$ cat src/procPkg.sv
package procPkg;

  // One byte is both the data word and the address word
  localparam int dataW = 8;

  typedef logic [dataW-1:0] dataT;

  // One request or acknowledge bit per interrupt line
  typedef logic [1:0] irqT;

  //////////////////////////////
  // Instruction lower nibble
  //////////////////////////////

  // Codes 7, 8 and 13 to 15 are left unnamed and run as no-ops
  typedef enum logic [3:0] {
    opReadA  = 4'd0,
    opReadB  = 4'd1,
    opWriteA = 4'd2,
    opWriteB = 4'd3,
    opMathA  = 4'd4,
    opMathB  = 4'd5,
    opBranch = 4'd6,
    opGoto   = 4'd9,
    opIdle   = 4'd10,
    opCall   = 4'd11,
    opReturn = 4'd12
  } opcodeT;

  //////////////////////////////
  // Instruction upper nibble
  //////////////////////////////

  // Codes 12 to 15 give a zero result
  typedef enum logic [3:0] {
    aluAdd  = 4'd0,
    aluSub  = 4'd1,
    aluMul  = 4'd2,
    aluShl  = 4'd3,
    aluShr  = 4'd4,
    aluIncA = 4'd5,
    aluIncB = 4'd6,
    aluDecA = 4'd7,
    aluDecB = 4'd8,
    aluEq   = 4'd9,
    aluGt   = 4'd10,
    aluLt   = 4'd11
  } aluOpT;

  // A ROM byte seen as an instruction or as an operand byte
  typedef union packed {
    struct packed {
      aluOpT  aluOp;
      opcodeT opcode;
    } instr;
    dataT operand;
  } instrWordT;

  // Bus address parked here between accesses
  localparam dataT idleBusAddr = 8'hFF;

  // ROM bytes holding the thread start addresses
  localparam dataT irqVector0 = 8'hFF;
  localparam dataT irqVector1 = 8'hFE;

endpackage

$ cat src/alu.sv
`timescale 1ns/100ps

module alu (
  input  procPkg::dataT      regA,
  input  procPkg::dataT      regB,
  input  procPkg::instrWordT romData,
  output procPkg::dataT      aluResult
);
  import procPkg::*;

  // Purely combinational
  // The operation comes from the upper nibble of the byte now on the ROM output
  always_comb begin
    case (romData.instr.aluOp)
      // Arithmetic, all results wrap modulo 256
      aluAdd: aluResult = regA + regB;
      aluSub: aluResult = regA - regB;
      // Only the low byte of the product is kept
      aluMul: aluResult = regA * regB;

      // Shifts by one place, zero filled
      aluShl: aluResult = regA << 1;
      aluShr: aluResult = regA >> 1;

      // Increment and decrement
      aluIncA: aluResult = regA + dataT'(1);
      aluIncB: aluResult = regB + dataT'(1);
      aluDecA: aluResult = regA - dataT'(1);
      aluDecB: aluResult = regB - dataT'(1);

      // Comparisons give 1 or 0, used by the branch test
      aluEq: aluResult = dataT'(regA == regB);
      aluGt: aluResult = dataT'(regA > regB);
      aluLt: aluResult = dataT'(regA < regB);

      // Unused codes
      default: aluResult = '0;
    endcase
  end

endmodule

$ cat src/controlFsm.sv
`timescale 1ns/100ps

module controlFsm (
  input  logic               CLK,
  input  logic               RESET,
  input  procPkg::instrWordT romData,
  input  procPkg::dataT      aluResult,
  input  procPkg::irqT       irqRaise,
  output procPkg::irqT       irqAck,
  output logic               pcLoadVector,
  output logic               pcVectorSel,
  output logic               pcLoadRom,
  output logic               pcAdvance,
  output logic               pcAdvanceTwo,
  output logic               pcFetchOperand,
  output logic               pcSaveContext,
  output logic               pcReturn,
  output logic               loadRegFromBus,
  output logic               loadRegFromAlu,
  output logic               regSelect,
  output logic               presentAddr,
  output logic               startWrite
);
  import procPkg::*;

  // One short pipeline of states per instruction
  typedef enum logic [4:0] {
    stIdle,
    stThread0,
    stThread1,
    stThread2,
    stDispatch,
    stRead0,
    stRead1,
    stRead2,
    stRead3,
    stWrite0,
    stWrite1,
    stMaths,
    stBranchTest,
    stBranchLoad,
    stGoto0,
    stGoto1,
    stIdle0,
    stIdle1,
    stCall0,
    stCall1,
    stReturn,
    stSettle
  } stateT;

  stateT state;
  stateT nextState;
  // Acknowledge for the line served, registered into irqAck
  irqT ackNext;

  // Starts at dispatch, ROM address 0 is fetched during reset
  always_ff @(posedge CLK) begin
    if (RESET) begin
      state  <= stDispatch;
      irqAck <= '0;
    end else begin
      state  <= nextState;
      irqAck <= ackNext;
    end
  end

  always_comb begin
    // Strobes are single cycle pulses by default
    nextState      = state;
    ackNext        = '0;
    pcLoadVector   = 1'b0;
    pcVectorSel    = 1'b0;
    pcLoadRom      = 1'b0;
    pcAdvance      = 1'b0;
    pcAdvanceTwo   = 1'b0;
    pcFetchOperand = 1'b0;
    pcSaveContext  = 1'b0;
    pcReturn       = 1'b0;
    loadRegFromBus = 1'b0;
    loadRegFromAlu = 1'b0;
    regSelect      = 1'b0;
    presentAddr    = 1'b0;
    startWrite     = 1'b0;

    case (state)
      //////////////////////////////
      // Thread start
      //////////////////////////////
      stIdle: begin
        // Line 0 wins when both are raised
        if (irqRaise[0]) begin
          pcLoadVector = 1'b1;
          ackNext      = 2'b01;
          nextState    = stThread0;
        end else if (irqRaise[1]) begin
          pcLoadVector = 1'b1;
          pcVectorSel  = 1'b1;
          ackNext      = 2'b10;
          nextState    = stThread0;
        end
      end
      // Vector address on the ROM, data arrives next cycle
      stThread0: nextState = stThread1;
      stThread1: begin
        pcLoadRom = 1'b1;
        nextState = stThread2;
      end
      // Wait for the first instruction byte
      stThread2: nextState = stDispatch;

      //////////////////////////////
      // Dispatch
      //////////////////////////////
      stDispatch: begin
        case (romData.instr.opcode)
          opReadA, opReadB: begin
            regSelect      = 1'b1;
            pcFetchOperand = 1'b1;
            nextState      = stRead0;
          end
          opWriteA, opWriteB: begin
            regSelect      = 1'b1;
            pcFetchOperand = 1'b1;
            nextState      = stWrite0;
          end
          // No operand byte, the ALU reads the instruction itself
          opMathA, opMathB: begin
            regSelect = 1'b1;
            nextState = stMaths;
          end
          opBranch: begin
            pcFetchOperand = 1'b1;
            nextState      = stBranchTest;
          end
          opGoto: begin
            pcFetchOperand = 1'b1;
            nextState      = stGoto0;
          end
          opCall: begin
            pcFetchOperand = 1'b1;
            nextState      = stCall0;
          end
          opReturn: nextState = stReturn;
          opIdle:   nextState = stIdle0;
          // Unused codes step over one byte
          default: begin
            pcAdvance = 1'b1;
            nextState = stSettle;
          end
        endcase
      end

      //////////////////////////////
      // Memory read
      //////////////////////////////
      // Operand address still on its way from the ROM
      stRead0: nextState = stRead1;
      stRead1: begin
        presentAddr  = 1'b1;
        pcAdvance    = 1'b1;
        pcAdvanceTwo = 1'b1;
        nextState    = stRead2;
      end
      // Memory registers the data at the end of this cycle
      stRead2: nextState = stRead3;
      stRead3: begin
        loadRegFromBus = 1'b1;
        nextState      = stDispatch;
      end

      //////////////////////////////
      // Memory write
      //////////////////////////////
      stWrite0: begin
        pcAdvance    = 1'b1;
        pcAdvanceTwo = 1'b1;
        nextState    = stWrite1;
      end
      // Write address on the ROM output now
      stWrite1: begin
        startWrite = 1'b1;
        nextState  = stDispatch;
      end

      //////////////////////////////
      // Maths and flow control
      //////////////////////////////
      stMaths: begin
        loadRegFromAlu = 1'b1;
        pcAdvance      = 1'b1;
        nextState      = stSettle;
      end
      // Comparison result is valid while the instruction is on the ROM
      stBranchTest: begin
        if (aluResult == '0) begin
          pcAdvance    = 1'b1;
          pcAdvanceTwo = 1'b1;
          nextState    = stSettle;
        end else begin
          nextState = stBranchLoad;
        end
      end
      stBranchLoad: begin
        pcLoadRom = 1'b1;
        nextState = stSettle;
      end
      stGoto0: nextState = stGoto1;
      stGoto1: begin
        pcLoadRom = 1'b1;
        nextState = stSettle;
      end
      stCall0: begin
        pcSaveContext = 1'b1;
        nextState     = stCall1;
      end
      stCall1: begin
        pcLoadRom = 1'b1;
        nextState = stSettle;
      end
      stReturn: begin
        pcReturn  = 1'b1;
        nextState = stSettle;
      end

      // Two drain cycles, then wait for an interrupt
      stIdle0: nextState = stIdle1;
      stIdle1: nextState = stIdle;

      // New PC on the ROM address, byte shows next cycle
      stSettle: nextState = stDispatch;

      default: nextState = stDispatch;
    endcase
  end

endmodule

$ cat src/dataPath.sv
`timescale 1ns/100ps

module dataPath (
  input  logic               CLK,
  input  logic               RESET,
  input  procPkg::dataT      busDataIn,
  input  procPkg::instrWordT romData,
  input  procPkg::dataT      aluResult,
  input  logic               loadRegFromBus,
  input  logic               loadRegFromAlu,
  input  logic               regSelect,
  input  logic               presentAddr,
  input  logic               startWrite,
  output procPkg::dataT      regA,
  output procPkg::dataT      regB,
  output procPkg::dataT      busAddr,
  output procPkg::dataT      busDataOut,
  output logic               busWe
);
  import procPkg::*;

  // Target register of the running instruction, high for B
  logic selB;
  // Opcode bits of the instruction byte
  logic [3:0] opcodeBits;
  // Value and enable for the register file
  dataT loadValue;
  logic loadEnable;

  assign opcodeBits = romData.instr.opcode;

  //////////////////////////////
  // Register select
  //////////////////////////////

  // Opcode bit 0 picks B for read, write and maths
  // Captured at dispatch while the instruction is on the ROM output
  always_ff @(posedge CLK) begin
    if (RESET) begin
      selB <= 1'b0;
    end else if (regSelect) begin
      selB <= opcodeBits[0];
    end
  end

  //////////////////////////////
  // Registers A and B
  //////////////////////////////

  assign loadValue  = loadRegFromBus ? busDataIn : aluResult;
  assign loadEnable = loadRegFromBus | loadRegFromAlu;

  always_ff @(posedge CLK) begin
    if (loadEnable && !selB) begin
      regA <= loadValue;
    end
    if (loadEnable && selB) begin
      regB <= loadValue;
    end
  end

  //////////////////////////////
  // Bus outputs
  //////////////////////////////

  // Address lives for one cycle, then parks again
  // Write strobe is a single cycle pulse
  always_ff @(posedge CLK) begin
    if (RESET) begin
      busAddr <= idleBusAddr;
      busWe   <= 1'b0;
    end else begin
      busWe <= startWrite;
      if (presentAddr || startWrite) begin
        busAddr <= romData.operand;
      end else begin
        busAddr <= idleBusAddr;
      end
    end
  end

  // Write data launched together with the address
  always_ff @(posedge CLK) begin
    if (startWrite) begin
      busDataOut <= selB ? regB : regA;
    end
  end

endmodule

$ cat src/processorTop.sv
`timescale 1ns/100ps

module processorTop (
  input  logic          CLK,
  input  logic          RESET,
  input  procPkg::dataT romData,
  input  procPkg::dataT busDataIn,
  input  procPkg::irqT  irqRaise,
  output procPkg::dataT romAddr,
  output procPkg::dataT busAddr,
  output procPkg::dataT busDataOut,
  output logic          busWe,
  output procPkg::irqT  irqAck
);
  import procPkg::*;

  // Registers to the ALU
  dataT regA;
  dataT regB;
  // ALU result to registers and branch test
  dataT aluResult;

  // PC commands
  logic pcLoadVector;
  logic pcVectorSel;
  logic pcLoadRom;
  logic pcAdvance;
  logic pcAdvanceTwo;
  logic pcFetchOperand;
  logic pcSaveContext;
  logic pcReturn;

  // Register and bus commands
  logic loadRegFromBus;
  logic loadRegFromAlu;
  logic regSelect;
  logic presentAddr;
  logic startWrite;

  controlFsm u_controlFsm (
    .CLK            (CLK),
    .RESET          (RESET),
    .romData        (romData),
    .aluResult      (aluResult),
    .irqRaise       (irqRaise),
    .irqAck         (irqAck),
    .pcLoadVector   (pcLoadVector),
    .pcVectorSel    (pcVectorSel),
    .pcLoadRom      (pcLoadRom),
    .pcAdvance      (pcAdvance),
    .pcAdvanceTwo   (pcAdvanceTwo),
    .pcFetchOperand (pcFetchOperand),
    .pcSaveContext  (pcSaveContext),
    .pcReturn       (pcReturn),
    .loadRegFromBus (loadRegFromBus),
    .loadRegFromAlu (loadRegFromAlu),
    .regSelect      (regSelect),
    .presentAddr    (presentAddr),
    .startWrite     (startWrite)
  );

  programCounter u_programCounter (
    .CLK            (CLK),
    .RESET          (RESET),
    .pcLoadVector   (pcLoadVector),
    .pcVectorSel    (pcVectorSel),
    .pcLoadRom      (pcLoadRom),
    .pcAdvance      (pcAdvance),
    .pcAdvanceTwo   (pcAdvanceTwo),
    .pcFetchOperand (pcFetchOperand),
    .pcSaveContext  (pcSaveContext),
    .pcReturn       (pcReturn),
    .romData        (romData),
    .romAddr        (romAddr)
  );

  dataPath u_dataPath (
    .CLK            (CLK),
    .RESET          (RESET),
    .busDataIn      (busDataIn),
    .romData        (romData),
    .aluResult      (aluResult),
    .loadRegFromBus (loadRegFromBus),
    .loadRegFromAlu (loadRegFromAlu),
    .regSelect      (regSelect),
    .presentAddr    (presentAddr),
    .startWrite     (startWrite),
    .regA           (regA),
    .regB           (regB),
    .busAddr        (busAddr),
    .busDataOut     (busDataOut),
    .busWe          (busWe)
  );

  alu u_alu (
    .regA      (regA),
    .regB      (regB),
    .romData   (romData),
    .aluResult (aluResult)
  );

endmodule

$ cat src/programCounter.sv
`timescale 1ns/100ps

module programCounter (
  input  logic               CLK,
  input  logic               RESET,
  input  logic               pcLoadVector,
  input  logic               pcVectorSel,
  input  logic               pcLoadRom,
  input  logic               pcAdvance,
  input  logic               pcAdvanceTwo,
  input  logic               pcFetchOperand,
  input  logic               pcSaveContext,
  input  logic               pcReturn,
  input  procPkg::instrWordT romData,
  output procPkg::dataT      romAddr
);
  import procPkg::*;

  // Current instruction address
  dataT pc;
  // Points one byte past the instruction, for the operand fetch
  logic fetchOffset;
  // Return address of the single call level
  dataT savedContext;
  // Advance amount, one or two bytes
  dataT advanceStep;

  assign advanceStep = pcAdvanceTwo ? dataT'(2) : dataT'(1);

  //////////////////////////////
  // PC update
  //////////////////////////////

  // Strobes come from one FSM state at a time
  always_ff @(posedge CLK) begin
    if (RESET) begin
      pc <= '0;
    end else if (pcLoadVector) begin
      // Line 1 uses the byte just below the line 0 vector
      pc <= pcVectorSel ? irqVector1 : irqVector0;
    end else if (pcLoadRom) begin
      // Jump target or thread start read from ROM
      pc <= romData.operand;
    end else if (pcReturn) begin
      pc <= savedContext;
    end else if (pcAdvance) begin
      pc <= pc + advanceStep;
    end
  end

  // Offset lasts exactly one cycle after the request
  always_ff @(posedge CLK) begin
    if (RESET) begin
      fetchOffset <= 1'b0;
    end else begin
      fetchOffset <= pcFetchOperand;
    end
  end

  // Call returns past its own two bytes
  always_ff @(posedge CLK) begin
    if (pcSaveContext) begin
      savedContext <= pc + dataT'(2);
    end
  end

  // ROM address, registered ROM answers one cycle later
  assign romAddr = pc + dataT'(fetchOffset);

endmodule

$ cat config.mk
export PLATFORM = sky130hd
export DESIGN_NAME = processorTop
export DESIGN_NICKNAME = d
export VERILOG_FILES = /design/src/procPkg.sv /design/src/alu.sv /design/src/controlFsm.sv /design/src/dataPath.sv /design/src/processorTop.sv /design/src/programCounter.sv
export SDC_FILE = /design/constraint.sdc
export NUM_CORES = 1
export LEC_CHECK = 0
export BUFFER_PORTS_ARGS = -buffer_cell sky130_fd_sc_hd__buf_4
export CORE_ASPECT_RATIO = 0.7
export CORE_MARGIN = 4
export CORE_UTILIZATION = 55
export CTS_BUF_LIST = sky130_fd_sc_hd__clkbuf_4
export CTS_CLUSTER_SIZE = 10
export DETAILED_ROUTE_END_ITERATION = 16
export PLACE_DENSITY = 0.75
export SLEW_MARGIN = 40
export SYNTH_ARGS = -nofsm -noshare
export SYNTH_HDL_FRONTEND = slang
export SYNTH_HIERARCHICAL = 1
export SYNTH_SLANG_ARGS = --single-unit
export TNS_END_PERCENT = 50
$ cat constraint.sdc
create_clock -name CLK -period 7.89 [get_ports CLK]
set_clock_uncertainty 0.2 [all_clocks]
set_input_delay 1.1835 -clock CLK [delete_from_list [all_inputs] [get_ports CLK]]
set_output_delay 1.1835 -clock CLK [all_outputs]
set_load 0.02 [all_outputs]
==> qor_table.md <==
| Quantity | This run | Unit |
|---|---|---|
| Number of clock sinks seen by CTS | 58 | - |
| Reported max-cap violation count | 0 | - |
| Crit end category | register | - |
| Worst flop-to-flop path endpoint | u_programCounter/pc[1] | - |
| Total standard cell area after synthesis | 5530 | um2 |
| Count of boundary I/O pins | 47 | - |
| Psw | 559 | uW |
| Internal Power | 806 | uW |
| Post-cts gate resize count | 0 | - |
| Final min period | 7.15 | ns |
| # rows | 30 | - |
| Number of DRC markers after the initial detailed-route iteration | 618 | - |
| Largest voltage drop on the vdd net | 0.000200 | V |
| Launching instance or port of the critical path | u_dataPath/regA[3] | - |
| Cell count after placement | 761 | - |
| Sw Ratio | 40.9 | % |
| Data arrival time at the worst-slack endpoint | 7.29 | ns |
| Wire length per cell after detailed routing | 19.4 | um |
| Most frequent CP cell | sky130_fd_sc_hd__inv_1 | - |
| Die ar. | 11700 | um2 |
| Kind of path behind the tightest hold check | reg2reg | - |
| Total number of cells along the worst setup path | 25 | - |
| Areal power density over the cells | 225 | nW/um2 |
| Final setup violation count | 0 | - |
| Die Y | 91.9 | um |
| Synth Flop Type | sky130_fd_sc_hd__edfxtp_1 | - |
| Worst-skew pair later-pin latency | 0.42 | ns |
| Register clock-pin slew on the reported worst setup and hold paths | 0.11 | ns |
| Number of flops mapped to enable cells by yosys | 32 | - |
| Final Hold Slack | 0.352 | ns |
| Post-CTS Setup Repair Bufs | 0 | - |
| Final antenna diode count | 0 | - |
| Sequential power share | 33.9 | % |
| Post-Place Setup Slack | 0.857 | ns |
| Cts bufs inserted | 9 | - |
| Fraction of final layout cells with drive strength greater than 1 | 15.3 | % |
| Worst slew pin tran | 0.888 | ns |
| Global Route Usage Sum | 25.6 | % |
| Total negative slack | 0 | ns |
| Post-synthesis register bit count | 58 | - |
| Via density | 6.12 | - |
| Period utilisation layout | 90.7 | % |
| Proportion of power drawn by the clock network | 20.6 | % |
| Syn. warnings | 6 | - |
| Number of slew-limit violations in the final report | 0 | - |
| Routed vias | 4759 | - |
| Run status | finished, final reports clean | - |
| R2R Path Start | u_dataPath/regA[3] | - |
| First-pass iteration count of the detailed router | 6 | - |
| Unrepaired setup endpoints after global routing | false | - |
| Power share of the combinational group | 45.5 | % |
| Width of the die | 128 | um |
| First-pass GRT wire length | 23.8 | mm |
| Final hold violation count | 0 | - |
| Area contributors post-synth | sky130_fd_sc_hd__edfxtp_1 17%, sky130_fd_sc_hd__ha_1 11%, sky130_fd_sc_hd__dfxtp_1 9.4%, sky130_fd_sc_hd__fa_1 5.8%, sky130_fd_sc_hd__xnor2_1 5.1% | - |
| Residual antenna-violating net count after detailed routing | 0 | - |
| Total congestion overflow | 0 | - |
| TritonCTS clock tree | done | - |
| Most common cell in the netlist | sky130_fd_sc_hd__nor2_1 | - |
| Non-filler instance count after layout | 777 | - |
| Crit start category | register | - |
| Pin count of the biggest net entering global routing | 20 | - |
| Setup WS post-layout | 0.736 | ns |
| Number of instances in the synthesized netlist | 613 | - |
| Layout net count | 727 | - |
| Post-synthesis average cell area | 9.02 | um2 |
| Worst path slowest cell | sky130_fd_sc_hd__edfxtp_1 | - |
| Leakage | 0.00253 | uW |
| Max Fanout on Critical Path | 14 | - |
| Largest delay contributor family on the critical path | adder cells | - |
| Initial Utilization | 56.6 | % |
| RD Place Congestion | 0.931 | - |
| Synth top cells by count | 51 x sky130_fd_sc_hd__nor2_1, 50 x sky130_fd_sc_hd__inv_1, 47 x sky130_fd_sc_hd__ha_1 | - |
| Nets in the synthesized netlist | 696 | - |
| H-tree lvl count | 3 | - |
| Top cell type's share of synthesized area | 17.4 | % |
| Slack of the worst reg-to-reg path | 0.74 | ns |
| Share of synthesized registers carrying an async set or reset | 0 | % |
| Worst slew margin relative to its limit | 40.3 | % |
| Antenna violations before repair | 0 | - |
| Critical path required time | 8.03 | ns |
| Wire length after detailed routing | 15.1 | mm |
| Buf/Inv on CP | 5 | - |
| Critical path's largest stage delay | 0.72 | ns |
| Layout Area Growth over Synthesis | 9.80 | % |
| Worst setup endpoint | u_programCounter/pc[1] | - |
| Largest area contributor in the netlist | sky130_fd_sc_hd__edfxtp_1 | - |
| Via count of the first global-routing pass | 4565 | - |
| Port Buf Inserts | 46 | - |
| Number of buffers added to fix hold violations after cts | 0 | - |
| HPWL after DPL | 11.3 | mm |
| Type of the setup path with the least slack | reg2reg | - |
| Depth of the worst register-to-register path | 25 | - |
| Unique masters post-synth | 74 | - |
| Highest clock frequency the design can meet | 140 | MHz |
| Sequential-to-total area share from yosys stat | 26.8 | % |
| Buffer depth of the longest clock path | 2 | - |
| Core area | 9760 | um2 |
| Cell chosen for the clock root | sky130_fd_sc_hd__clkbuf_4 | - |
| DRC violation count after routing | 0 | - |
| Final Total Pwr | 1370 | uW |
## cells in the final DEF (no fill, tap or decap), types with 11 or more instances in the layout
master | Yosys | routed
sky130_fd_sc_hd__o21ai_0 | 23 | 23
sky130_fd_sc_hd__nor2_1 | 51 | 51
sky130_fd_sc_hd__nand3_1 | 11 | 11
sky130_fd_sc_hd__edfxtp_1 | 32 | 32
sky130_fd_sc_hd__nand2_1 | 42 | 42
sky130_fd_sc_hd__nor3_1 | 17 | 16
sky130_fd_sc_hd__a31oi_1 | 11 | 11
sky130_fd_sc_hd__a21oi_1 | 29 | 29
sky130_fd_sc_hd__ha_1 | 47 | 47
sky130_fd_sc_hd__xor2_1 | 13 | 13
sky130_fd_sc_hd__inv_1 | 50 | 50
sky130_fd_sc_hd__and2_1 | 14 | 14
sky130_fd_sc_hd__nor2b_1 | 20 | 20
sky130_fd_sc_hd__xnor2_1 | 32 | 32
sky130_fd_sc_hd__fa_1 | 16 | 16
sky130_fd_sc_hd__dfxtp_1 | 26 | 26
sky130_fd_sc_hd__buf_4 | 1 | 51
## layout make-up
| class | count | area, um2 |
|---|---|---|
| clock buffers | 9 | 67.6 |
| clock inverters | 7 | 118 |
| fillers | 871 | 3690 |
| inverters | 51 | 191 |
| multi-input cells | 473 | 3670 |
| flip-flops and latches | 58 | 1480 |
| well taps | 128 | 160 |
| repair buffers | 51 | 383 |
## per-stage QoR
step,util [%],cell area [um2]
2_1_floorplan,-,5530
3_3_place_gp,60.2,5880
3_5_place_dp,60.2,5880
4_1_cts,62.1,6060
5_1_grt,62.2,6070
6_report,62.2,6070
## how the worst min path moves through the flow
stage	start	endpoint	slack (ns)	cells past startpoint
5_1_grt	u_programCounter/pc[0]	u_programCounter/savedContext[0]	0.36	0
4_1_cts	u_programCounter/pc[0]	u_programCounter/savedContext[0]	0.36	0
3_5_place_dp	u_programCounter/pc[0]	u_programCounter/savedContext[0]	0.34	0
3_3_place_gp	u_programCounter/pc[0]	u_programCounter/savedContext[0]	0.32	0
2_1_floorplan	u_programCounter/pc[0]	u_programCounter/savedContext[0]	0.26	0
6_report	u_programCounter/pc[0]	u_programCounter/savedContext[0]	0.35	0
## state kept, by name (all words and copies together), names as in the netlist
signal	flops
u_dataPath/busDataOut	8
u_dataPath/regB	8
u_dataPath/busWe	1
u_programCounter/savedContext	8
u_controlFsm/state	5
u_dataPath/busAddr	8
u_programCounter/fetchOffset	1
u_controlFsm/irqAck	2
u_programCounter/pc	8
u_dataPath/regA	8
u_dataPath/selB	1
## worst reg2reg max path: cells and delay by family (launching register included)
| family | cells | cell delay, ns |
|---|---|---|
| AO/OA/AOI/OAI | 6 | 1.10 |
| XOR/XNOR | 4 | 1.18 |
| adder cells (fa/ha/maj) | 7 | 2.65 |
| buffers and inverters | 5 | 0.36 |
| flip-flops | 1 | 0.72 |
| AND/OR/NAND/NOR | 3 | 0.88 |
## cells by family after synthesis
kind of cell | count (synthesis) | synth area share [%]
AO/OA/AOI/OAI | 133 | 16.9
buffers and inverters | 82 | 6.93
AND/OR/NAND/NOR | 207 | 19.7
multiplexers | 20 | 4.46
XOR/XNOR | 49 | 8.65
flip-flops | 58 | 26.8
adder cells (fa/ha/maj) | 64 | 16.6
## power by group through the flow
stage               Clock [uW]  Sequential (uW)  Combinational, uW
finish                     281              463                621
global route               297              470                684
CTS                        284              460                612
detailed placement           0              467                606
global placement             0              464                590
floorplan                    0              405                541
## routing by layer
metal  up-vias  part of all wire [%]  global-route usage (%)
met3        33                   9.8                    7.16
met1      2273                    47                    38.9
met2       217                    42                    36.5
li1       2236                     -                       -
met4         0                   1.6                    4.68
met5         -                     0                       0
No activity file was read; power rests on OpenSTA's default activity.
